### src/verilog/irq_pkg.sv
// Interrupt controller shared types
package irq_pkg;

	// Source count is fixed by the 8-bit IE and IF registers
	localparam int IRQ_COUNT = 8;
	localparam int IDX_W = $clog2(IRQ_COUNT);	// Bits to name one source

	// One bit per interrupt source
	typedef logic [IRQ_COUNT-1:0] irq_mask_t;

	// Number of the winning source
	typedef logic [IDX_W-1:0] irq_index_t;

	typedef logic [15:0] bus_addr_t;	// CPU address bus
	typedef logic [7:0] bus_data_t;	// CPU data bus
	typedef logic [15:0] vector_t;	// Jump target handed to the sequencer

	localparam bus_addr_t IE_ADDR = 16'hFFFF;	// Interrupt enable
	localparam bus_addr_t IF_ADDR = 16'hFF0F;	// Interrupt request flags

	// Vector table entries are eight bytes apart
	localparam int VEC_SHIFT = 3;

	// Strobed register port, no stall
	typedef struct packed {
		bus_addr_t addr;	// Target register
		bus_data_t wdata;	// Write payload
		logic wr;	// Write strobe
		logic rd;	// Read strobe
	} bus_req_t;

	// Priority encoder result
	typedef struct packed {
		logic any;	// Some source enabled and pending
		irq_index_t index;	// Lowest such source
	} irq_pick_t;

endpackage

### src/verilog/irq_ctrl_top.sv
// Interrupt controller top level
module irq_ctrl_top #(
	parameter irq_pkg::vector_t VECTOR_BASE = 16'h0040	// Vector table base
) (
	input logic clk,
	input logic rst,
	input irq_pkg::bus_req_t bus_req,
	output irq_pkg::bus_data_t rdata,
	input irq_pkg::irq_mask_t irq_trig,
	input logic ime_set,
	input logic ime_clr,
	output logic vec_valid,
	input logic vec_ready,
	output irq_pkg::vector_t vec_addr,
	output logic ime,
	output logic wake
);

	irq_pkg::irq_mask_t ie;	// Enable bits
	irq_pkg::irq_mask_t iflag;	// Request flags
	irq_pkg::irq_mask_t ack;	// Serviced source, one-hot
	irq_pkg::irq_pick_t pick;

	logic ie_rd_hit;
	logic if_rd_hit;
	irq_pkg::bus_data_t ie_rd_data;
	irq_pkg::bus_data_t if_rd_data;

	irq_enable_reg u_enable (
		.clk(clk),
		.rst(rst),
		.bus_req(bus_req),
		.ie(ie),
		.rd_hit(ie_rd_hit),
		.rd_data(ie_rd_data)
	);

	irq_flag_reg u_flag (
		.clk(clk),
		.rst(rst),
		.bus_req(bus_req),
		.irq_trig(irq_trig),
		.ack(ack),
		.iflag(iflag),
		.rd_hit(if_rd_hit),
		.rd_data(if_rd_data)
	);

	irq_priority u_priority (
		.ie(ie),
		.iflag(iflag),
		.pick(pick),
		.wake(wake)
	);

	irq_dispatch #(
		.VECTOR_BASE(VECTOR_BASE)
	) u_dispatch (
		.clk(clk),
		.rst(rst),
		.ime_set(ime_set),
		.ime_clr(ime_clr),
		.pick(pick),
		.vec_valid(vec_valid),
		.vec_ready(vec_ready),
		.vec_addr(vec_addr),
		.ack(ack),
		.ime(ime)
	);

	// Registers decode distinct addresses, unmapped reads give zero
	always_comb begin
		if (ie_rd_hit) begin
			rdata = ie_rd_data;
		end else if (if_rd_hit) begin
			rdata = if_rd_data;
		end else begin
			rdata = '0;
		end
	end

endmodule

### src/verilog/irq_dispatch.sv
// Interrupt vector dispatch
module irq_dispatch #(
	parameter irq_pkg::vector_t VECTOR_BASE = 16'h0040
) (
	input logic clk,
	input logic rst,
	input logic ime_set,
	input logic ime_clr,
	input irq_pkg::irq_pick_t pick,
	output logic vec_valid,
	input logic vec_ready,
	output irq_pkg::vector_t vec_addr,
	output irq_pkg::irq_mask_t ack,
	output logic ime
);

	typedef enum logic {
		IDLE,	// No vector offered
		OFFER	// Vector held until taken
	} state_t;

	state_t state;
	state_t state_next;

	irq_pkg::irq_index_t cap_index;	// Source frozen for this offer
	irq_pkg::vector_t vec_offset;

	logic start;	// Open a new offer
	logic handshake;	// Sequencer takes the vector

	assign start = (state == IDLE) & ime & pick.any;
	assign handshake = (state == OFFER) & vec_ready;

	always_comb begin
		state_next = state;
		case (state)
			IDLE: begin
				if (start) begin
					state_next = OFFER;
				end
			end
			OFFER: begin
				if (handshake) begin
					state_next = IDLE;	// Valid drops next cycle
				end
			end
			default: begin
				state_next = IDLE;
			end
		endcase
	end

	always_ff @(posedge clk) begin
		if (rst) begin
			state <= IDLE;
		end else begin
			state <= state_next;
		end
	end

	// Later, higher-priority flags do not move an open offer
	always_ff @(posedge clk) begin
		if (start) begin
			cap_index <= pick.index;
		end
	end

	// Master enable, a clear beats a set
	always_ff @(posedge clk) begin
		if (rst) begin
			ime <= 1'b0;
		end else if (ime_clr || handshake) begin
			ime <= 1'b0;	// Entry to a handler masks further offers
		end else if (ime_set) begin
			ime <= 1'b1;
		end
	end

	assign vec_valid = (state == OFFER);

	// Base plus eight times the source number
	assign vec_offset = irq_pkg::vector_t'(cap_index) << irq_pkg::VEC_SHIFT;
	assign vec_addr = VECTOR_BASE + vec_offset;

	// One-hot clear, only on the handshake cycle
	always_comb begin
		ack = '0;
		if (handshake) begin
			ack[cap_index] = 1'b1;
		end
	end

endmodule

### src/verilog/irq_enable_reg.sv
// Interrupt enable register
module irq_enable_reg (
	input logic clk,
	input logic rst,
	input irq_pkg::bus_req_t bus_req,
	output irq_pkg::irq_mask_t ie,
	output logic rd_hit,
	output irq_pkg::bus_data_t rd_data
);

	logic addr_hit;	// Address is 0xFFFF
	logic wr_en;
	logic rd_en;

	assign addr_hit = (bus_req.addr == irq_pkg::IE_ADDR);
	assign wr_en = bus_req.wr & addr_hit;
	assign rd_en = bus_req.rd & addr_hit;

	// IE load from the data bus
	always_ff @(posedge clk) begin
		if (rst) begin
			ie <= '0;	// All sources masked
		end else if (wr_en) begin
			ie <= irq_pkg::irq_mask_t'(bus_req.wdata);
		end
	end

	// Hit flag lasts one cycle
	always_ff @(posedge clk) begin
		if (rst) begin
			rd_hit <= 1'b0;
		end else begin
			rd_hit <= rd_en;
		end
	end

	// Read data follows the strobe by one cycle
	always_ff @(posedge clk) begin
		if (rd_en) begin
			rd_data <= irq_pkg::bus_data_t'(ie);	// Value before any same-cycle write
		end
	end

endmodule

### src/verilog/irq_flag_reg.sv
// Interrupt request flag register
module irq_flag_reg (
	input logic clk,
	input logic rst,
	input irq_pkg::bus_req_t bus_req,
	input irq_pkg::irq_mask_t irq_trig,
	input irq_pkg::irq_mask_t ack,
	output irq_pkg::irq_mask_t iflag,
	output logic rd_hit,
	output irq_pkg::bus_data_t rd_data
);

	irq_pkg::irq_mask_t trig_prev;	// Last trigger sample
	irq_pkg::irq_mask_t trig_rise;	// Low to high seen this cycle
	irq_pkg::irq_mask_t flag_base;	// After bus write and acknowledge
	irq_pkg::irq_mask_t flag_next;

	logic addr_hit;	// Address is 0xFF0F
	logic wr_en;
	logic rd_en;

	assign addr_hit = (bus_req.addr == irq_pkg::IF_ADDR);
	assign wr_en = bus_req.wr & addr_hit;
	assign rd_en = bus_req.rd & addr_hit;

	// Keeps sampling through reset, so a line already high
	// when reset ends is not taken as an edge
	always_ff @(posedge clk) begin
		trig_prev <= irq_trig;
	end

	assign trig_rise = irq_trig & ~trig_prev;

	// Bus write first, then acknowledge, and a new edge beats both
	always_comb begin
		if (wr_en) begin
			flag_base = irq_pkg::irq_mask_t'(bus_req.wdata);
		end else begin
			flag_base = iflag;
		end
		flag_base = flag_base & ~ack;	// Serviced source drops
		flag_next = flag_base | trig_rise;
	end

	always_ff @(posedge clk) begin
		if (rst) begin
			iflag <= '0;	// No requests pending
		end else begin
			iflag <= flag_next;
		end
	end

	// Hit flag lasts one cycle
	always_ff @(posedge clk) begin
		if (rst) begin
			rd_hit <= 1'b0;
		end else begin
			rd_hit <= rd_en;
		end
	end

	// Read data follows the strobe by one cycle
	always_ff @(posedge clk) begin
		if (rd_en) begin
			rd_data <= irq_pkg::bus_data_t'(iflag);
		end
	end

endmodule

### src/verilog/irq_priority.sv
// Interrupt priority encoder
module irq_priority (
	input irq_pkg::irq_mask_t ie,
	input irq_pkg::irq_mask_t iflag,
	output irq_pkg::irq_pick_t pick,
	output logic wake
);

	irq_pkg::irq_mask_t pending;	// Enabled and requested
	irq_pkg::irq_mask_t blocked;	// Some lower source is pending
	irq_pkg::irq_mask_t grant;	// One-hot winner
	irq_pkg::irq_index_t grant_index;

	assign pending = ie & iflag;

	// Priority chain, bit 0 is highest
	assign blocked[0] = 1'b0;
	for (genvar i = 1; i < irq_pkg::IRQ_COUNT; i++) begin : g_chain
		assign blocked[i] = |pending[i-1:0];
	end

	assign grant = pending & ~blocked;

	// Encode the one-hot grant
	always_comb begin
		grant_index = '0;
		for (int i = 0; i < irq_pkg::IRQ_COUNT; i++) begin
			if (grant[i]) begin
				grant_index = grant_index | irq_pkg::irq_index_t'(i);
			end
		end
	end

	always_comb begin
		pick.any = |grant;	// Same as any pending bit
		pick.index = grant_index;
	end

	// Halt wake ignores IME
	assign wake = |pending;

endmodule
### config.mk
export PLATFORM = sky130hd
export DESIGN_NAME = irq_ctrl_top
export DESIGN_NICKNAME = d
export VERILOG_FILES = /design/src/verilog/irq_pkg.sv /design/src/verilog/irq_ctrl_top.sv /design/src/verilog/irq_dispatch.sv /design/src/verilog/irq_enable_reg.sv /design/src/verilog/irq_flag_reg.sv /design/src/verilog/irq_priority.sv
export SDC_FILE = /design/constraint.sdc
export NUM_CORES = 1
export LEC_CHECK = 0
export BUFFER_PORTS_ARGS = -buffer_cell sky130_fd_sc_hd__buf_2
export CAP_MARGIN = 40
export CORE_ASPECT_RATIO = 1.2
export CORE_UTILIZATION = 42
export CTS_CLUSTER_SIZE = 16
export DETAILED_ROUTE_END_ITERATION = 16
export GPL_ROUTABILITY_DRIVEN = 0
export GPL_TIMING_DRIVEN = 1
export PLACE_DENSITY = 0.72
export SYNTH_ARGS = -nofsm -noshare
export SYNTH_HDL_FRONTEND = slang
export SYNTH_SLANG_ARGS = --single-unit
### constraint.sdc
create_clock -name clk -period 5.04 [get_ports clk]
set_input_delay 1.008 -clock clk [delete_from_list [all_inputs] [get_ports clk]]
set_output_delay 1.008 -clock clk [all_outputs]
set_load 0.05 [all_outputs]
## Yosys cells after proc, flatten, opt, wreduce, memory -nomap -nowiden

Index checks and enable logic that the tools add are counted.

- Output and inout bits: 27
- Flip-flop bits (word level): 47

- Add/subtract/negate cells: 1
- Bitwise logic cells: 16
- Reduce and logical (&&, ||, !) cells: 13
- Order comparisons: 2
- Equality and inequality tests: 2
- Multiplexer cells: 13

Operators with widths:

| operator | number |
|---|---|
| $and A8 B8 Y8 | 4 |
| $eq A16 B16 Y1 const B | 2 |
| $mux W8 | 4 |
| $not A8 Y8 | 3 |
| $reduce_or A8 Y1 | 2 |
| $add A7 B6 Y8 const A | 1 |
| $or A8 B8 Y8 | 1 |
| $reduce_or A4 Y1 | 2 |
| $and A1 B1 Y1 | 7 |
| $reduce_or A7 Y1 | 1 |
| $reduce_or A2 Y1 | 3 |
| $reduce_or A6 Y1 | 1 |
| $mux W1 | 5 |
| $reduce_or A5 Y1 | 1 |
| $lt A3 B4 Y1 const B | 1 |
| $mux W2 | 2 |
| $demux W1 S3 | 1 |
| $ge A3 B1 Y1 const B | 1 |
| $reduce_or A3 Y1 | 1 |
| $pmux W1 S2 | 1 |
| $logic_and A1 B1 Y1 | 1 |
| $logic_or A1 B1 Y1 | 1 |
| $not A1 Y1 | 1 |

## Depth between registers and ports, before layout

- Depth in word-level cells: 8
- Mapped depth: 6

## Hierarchy

Synthesis repeated with hierarchy kept, for this count alone.

- Cell total of the unflattened synthesis: 212
- Area, all modules: 2230.9 um^2

By module, submodules not included:

| module | times used | cells each | area each (um^2) |
|---|---|---|---|
| irq_flag_reg | 1 | 89 | 1021.0 |
| irq_enable_reg | 1 | 53 | 639.4 |
| irq_dispatch | 1 | 39 | 337.8 |
| irq_priority | 1 | 17 | 130.1 |
| irq_ctrl_top | 1 | 14 | 102.6 |

## Least setup slack after synthesis

No wires, ideal clock.

- Path kind: register to output
- Start point: reg u_enable.rd_hit
- End point: out rdata[6]
- Stages on the path, launching flop included: 3
- Arrival: 1.581 ns
- Buffers on the path: 1
- Setup slack: 2.451 ns
- Cell sequence: dfxtp_1 clkbuf_1 o21ai_0

- Longest elaborated chain between the ends: 1

RTL lines:

| item | RTL line | RTL |
|---|---|---|
| from (decl) | irq_enable_reg.sv:7 | `output logic rd_hit,` |
| from (signal assigned) | irq_enable_reg.sv:33 | `rd_hit <= rd_en;` |
| $mux W8 | irq_ctrl_top.sv:73 | `if (ie_rd_hit) begin` |
| to (decl) | irq_ctrl_top.sv:8 | `output irq_pkg::bus_data_t rdata,` |

Every way passes these cells.

## Worst setup path after layout

- Start point: in bus_req[15] in the netlist's numbering
- End point: reg u_flag.rd_data[0] (enable)

- Longest elaborated chain between the ends: 2

RTL lines:

| item | RTL line | RTL |
|---|---|---|
| from (decl) | irq_ctrl_top.sv:7 | `input irq_pkg::bus_req_t bus_req,` |
| $eq A16 B16 Y1 | irq_flag_reg.sv:22 | `assign addr_hit = (bus_req.addr == irq_pkg::IF_ADDR);` |
| $and A1 B1 Y1 | irq_flag_reg.sv:24 | `assign rd_en = bus_req.rd & addr_hit;` |
| named net u_flag.rd_en | irq_flag_reg.sv:20 | `logic rd_en;` |
| to (signal assigned) | irq_flag_reg.sv:65 | `rd_data <= irq_pkg::bus_data_t'(iflag);` |
| to (decl) | irq_flag_reg.sv:10 | `output irq_pkg::bus_data_t rd_data` |

The timed path passes the listed nets, and every way through them passes these cells.
A chain may end at the register's enable or synchronous reset.

==> Implementation_results.wiki <==
{| class="wikitable"
! Metric !! Value
|-
| Number of port buffers || 52
|-
| Worst path top cell family by delay || simple AND/OR/NAND/NOR gates
|-
| Die area || 5300 sq um
|-
| Critical path's largest stage delay || 740 ps
|-
| Initial core utilization || 44.8%
|-
| Type of the worst setup path || input pin to flop
|-
| GRT overflow || 0
|-
| Average size of a mapped cell || 10.3 sq um
|-
| Final setup viols || 0
|-
| CP Buf/Inv Count || 1
|-
| Remaining routing DRC violations || 0
|-
| Post-placement cell area || 2310 sq um
|-
| Cell count after placement || 304
|-
| Avg WL per Cell || 12.8 um
|-
| I/O pin count || 66
|-
| Non-Filler Cell Area, Final || 2440 sq um
|-
| Total core area || 4700 sq um
|-
| MaxCap Viol Count || 0
|-
| Capture instance of the worst register-to-register path || u_dispatch.cap_index[0]
|-
| Leakage power summed over all cells || 0.995 nW
|-
| Half-perimeter wire length of the detailed placement result || 3080 um
|-
| Count of clock tree sinks || 47
|-
| Die width || 66.6 um
|-
| Drt initial violations || 56
|-
| Syn Std Cell Area || 2100 sq um
|-
| Fin. Hold Viols || 0
|-
| Crit-path slowest cell || sky130_fd_sc_hd__nor4_2
|-
| Max-Slew Margin vs Limit || 44.2%
|-
| List of cells traversed by the critical path || buf_2, nor4_2, nand4_1, nor2_1
|-
| Internal power || 0.619 mW
|-
| Sw frac || 20.9%
|-
| Cts repair resizes || 0
|-
| CTS tree || yes
|-
| Total number of yosys warnings || 0
|-
| Final setup TNS || 0 ps
|-
| Area added between synthesis and finish || 16.2%
|-
| Endpoint required time on the critical path || 4980 ps
|-
| Htree depth || 2
|-
| Sequential group share of total power || 52.4%
|-
| Global-route wire length before repair || 6540 um
|-
| Run status || completed
|-
| Final max-slew violation count || 0
|-
| Via-to-Cell Ratio || 5.33
|-
| Clock transition at the registers of the reported paths || 80 ps
|-
| Min-Delay Endpoint || u_flag.iflag[7]
|-
| Seq cells post-synth || 47
|-
| Worst min-delay path startpoint || u_flag.trig_prev[7]
|-
| Slew at the pin with the worst max-slew slack || 831 ps
|-
| Number of buffers created by CTS || 5
|-
| Final #Nets || 292
|-
| Count of TritonRoute iterations in the first routing pass || 4
|-
| Via count of the first global-routing pass || 1,467
|-
| Launch point of the worst reg-to-reg path || u_flag.iflag[1]
|-
| Combinational group share of total power || 7.5%
|-
| Gr usage total || 16.5%
|-
| Highest fanout seen on the critical path || 9
|-
| Non-Filler Instances || 312
|-
| Largest net degree at the start of global routing || 30
|-
| Part of the power in the clock network || 40.0%
|-
| Count of inserted antenna diode cells || 0
|-
| Min-delay worst type || flop to flop
|-
| Layout cell share with drive strength beyond 1 || 26.4%
|-
| Vias after detailed routing || 1,663
|-
| Final core utilization || 52.1%
|-
| Setup crit end kind || flop
|-
| Post-detailed-route count of antenna-violating nets || 0
|-
| Hold Path Cell Cnt || 1
|-
| Reg2reg path depth || 4
|-
| Post-route clock period utilization || 52.9%
|-
| Unrepaired setup endpoints after global routing || false
|-
| Worst setup skew after layout || 1.79 ps
|-
| Number of antenna violations at the first check in global routing || 0
|-
| Portion of the post-synthesis area used by sequential elements || 53.7%
|-
| Pwr Density || 320 nW/um^2
|-
| Number of standard-cell rows in the floorplan || 27
|-
| Buffer levels on the longest clock path || 2
|-
| FMAX || 375 MHz
|-
| CTS root buf || sky130_fd_sc_hd__clkbuf_8
|-
| Switch Pwr || 0.164 mW
|-
| Final critical-path required period || 2670 ps
|-
| Vertical die dimension || 79.5 um
|-
| Post-CTS setup buffer count || 0
|-
| Post-synthesis cell type count || 34
|-
| Worst skew pair latency || 290 ps
|-
| Post-synthesis instance total || 205
|-
| Largest voltage drop on the vdd net || 0.310 mV
|-
| Endpoint arrival time on the critical path || 2600 ps
|-
| Critical Path Start Type || input pin
|-
| Hold bufs inserted after CTS || 0
|-
| Reg2Reg Setup Slack || 3620 ps
|-
| Aggregate routed wire length || 4000 um
|}
## routing by layer
metal,vias up,GRT usage [%],wire length [um]
met5,-,0,0
met4,0,5.74,55
met1,760,20.8,1790
met2,64,27.0,1920
li1,834,-,-
met3,5,4.29,239
## state kept, by name, summed over array words and instances, names as in the netlist
register,cells
u_flag.rd_hit,1
u_dispatch.ime,1
u_dispatch.cap_index,3
u_enable.rd_hit,1
u_enable.rd_data,8
u_flag.rd_data,8
u_flag.iflag,8
u_dispatch.vec_valid,1
u_enable.ie,8
u_flag.trig_prev,8
## worst max-delay path by stage
stage / from / to / slack [ps] / cells after the start
floorplan: u_enable.rd_hit / rdata[6] / 2450 / 2
global placement: bus_req[15] / u_flag.rd_data[0] / 2130 / 4
detailed placement: bus_req[15] / u_flag.rd_data[0] / 2080 / 4
CTS: bus_req[15] / u_flag.rd_data[0] / 2400 / 4
global route: bus_req[15] / u_flag.rd_data[0] / 2260 / 4
finish: bus_req[15] / u_flag.rd_data[0] / 2370 / 4
## power by group through the flow
stage / clock network, mW / logic (mW) / registers, mW
floorplan: 0 / 0.0472 / 0.417
global placement: 0 / 0.0578 / 0.418
detailed placement: 0 / 0.0586 / 0.419
CTS: 0.319 / 0.0589 / 0.410
global route: 0.335 / 0.0648 / 0.411
finish: 0.313 / 0.0590 / 0.410
## kinds of logic after synthesis
family / after synthesis / synth area share, %
AND/OR/NAND/NOR: 83 / 21.7
flip-flops: 47 / 53.7
AO/OA/AOI/OAI: 46 / 15.4
other: 2 / 0.357
buffers and inverters: 27 / 8.80
## Yosys cell counts
library cell,number,area (sq um)
sky130_fd_sc_hd__dfxtp_1,28,561
sky130_fd_sc_hd__edfxtp_1,19,571
sky130_fd_sc_hd__nand2_1,18,67.6
sky130_fd_sc_hd__nand3_1,17,85.1
sky130_fd_sc_hd__buf_4,16,120
sky130_fd_sc_hd__a21oi_1,12,60.1
sky130_fd_sc_hd__nand4_1,12,75.1
sky130_fd_sc_hd__nor2_1,11,41.3
sky130_fd_sc_hd__nor2b_1,10,62.6
sky130_fd_sc_hd__o21ai_0,9,45.0
sky130_fd_sc_hd__a22o_1,7,61.3
sky130_fd_sc_hd__o2111ai_1,7,61.3
sky130_fd_sc_hd__inv_1,5,18.8
sky130_fd_sc_hd__a22oi_1,4,30.0
sky130_fd_sc_hd__and4_2,3,30.0
sky130_fd_sc_hd__clkbuf_1,3,11.3
sky130_fd_sc_hd__a32oi_1,2,17.5
sky130_fd_sc_hd__and4_1,2,17.5
sky130_fd_sc_hd__buf_6,2,22.5
sky130_fd_sc_hd__conb_1,2,7.51
sky130_fd_sc_hd__nand2b_1,2,12.5
sky130_fd_sc_hd__nor3_1,2,10.0
sky130_fd_sc_hd__a2111oi_0,1,8.76
sky130_fd_sc_hd__a21boi_0,1,7.51
sky130_fd_sc_hd__a31o_2,1,8.76
sky130_fd_sc_hd__and2b_1,1,7.51
sky130_fd_sc_hd__and3_2,1,7.51
sky130_fd_sc_hd__and3b_1,1,8.76
sky130_fd_sc_hd__dlymetal6s2s_1,1,12.5
sky130_fd_sc_hd__nand3b_1,1,7.51
sky130_fd_sc_hd__nor4_2,1,12.5
sky130_fd_sc_hd__o2111ai_2,1,15.0
sky130_fd_sc_hd__o311ai_1,1,8.76
sky130_fd_sc_hd__or4_4,1,11.3
## cell usage in the layout (no fill, tap or decap), types with 10 or more instances in the layout
cell                       Yosys  layout
sky130_fd_sc_hd__a21oi_1      12      12
sky130_fd_sc_hd__buf_2         0      52
sky130_fd_sc_hd__conb_1        2      13
sky130_fd_sc_hd__dfxtp_1      28      28
sky130_fd_sc_hd__edfxtp_1     19      19
sky130_fd_sc_hd__nand2_1      18      18
sky130_fd_sc_hd__nand3_1      17      17
sky130_fd_sc_hd__nand4_1      12      12
sky130_fd_sc_hd__nor2_1       11      11
sky130_fd_sc_hd__nor2b_1      10      10
## metrics by stage
stage	hold slack (ps)	setup slack, ps	power, mW
6_report	426	2370	0.782
5_1_grt	443	2260	0.810
3_3_place_gp	414	2130	0.476
2_1_floorplan	410	2450	0.465
3_5_place_dp	420	2080	0.477
4_1_cts	431	2400	0.788
## final cells by class
cell class	instances	area (sq um)
timing repair buffer	52	260
clock buffer	6	72.6
fill	450	2250
multi-input combinational	142	830
tap	58	72.6
inverter	5	18.8
clock inverter	2	60.1
sequential	47	1130
No activity file was read; power rests on OpenSTA's default activity.
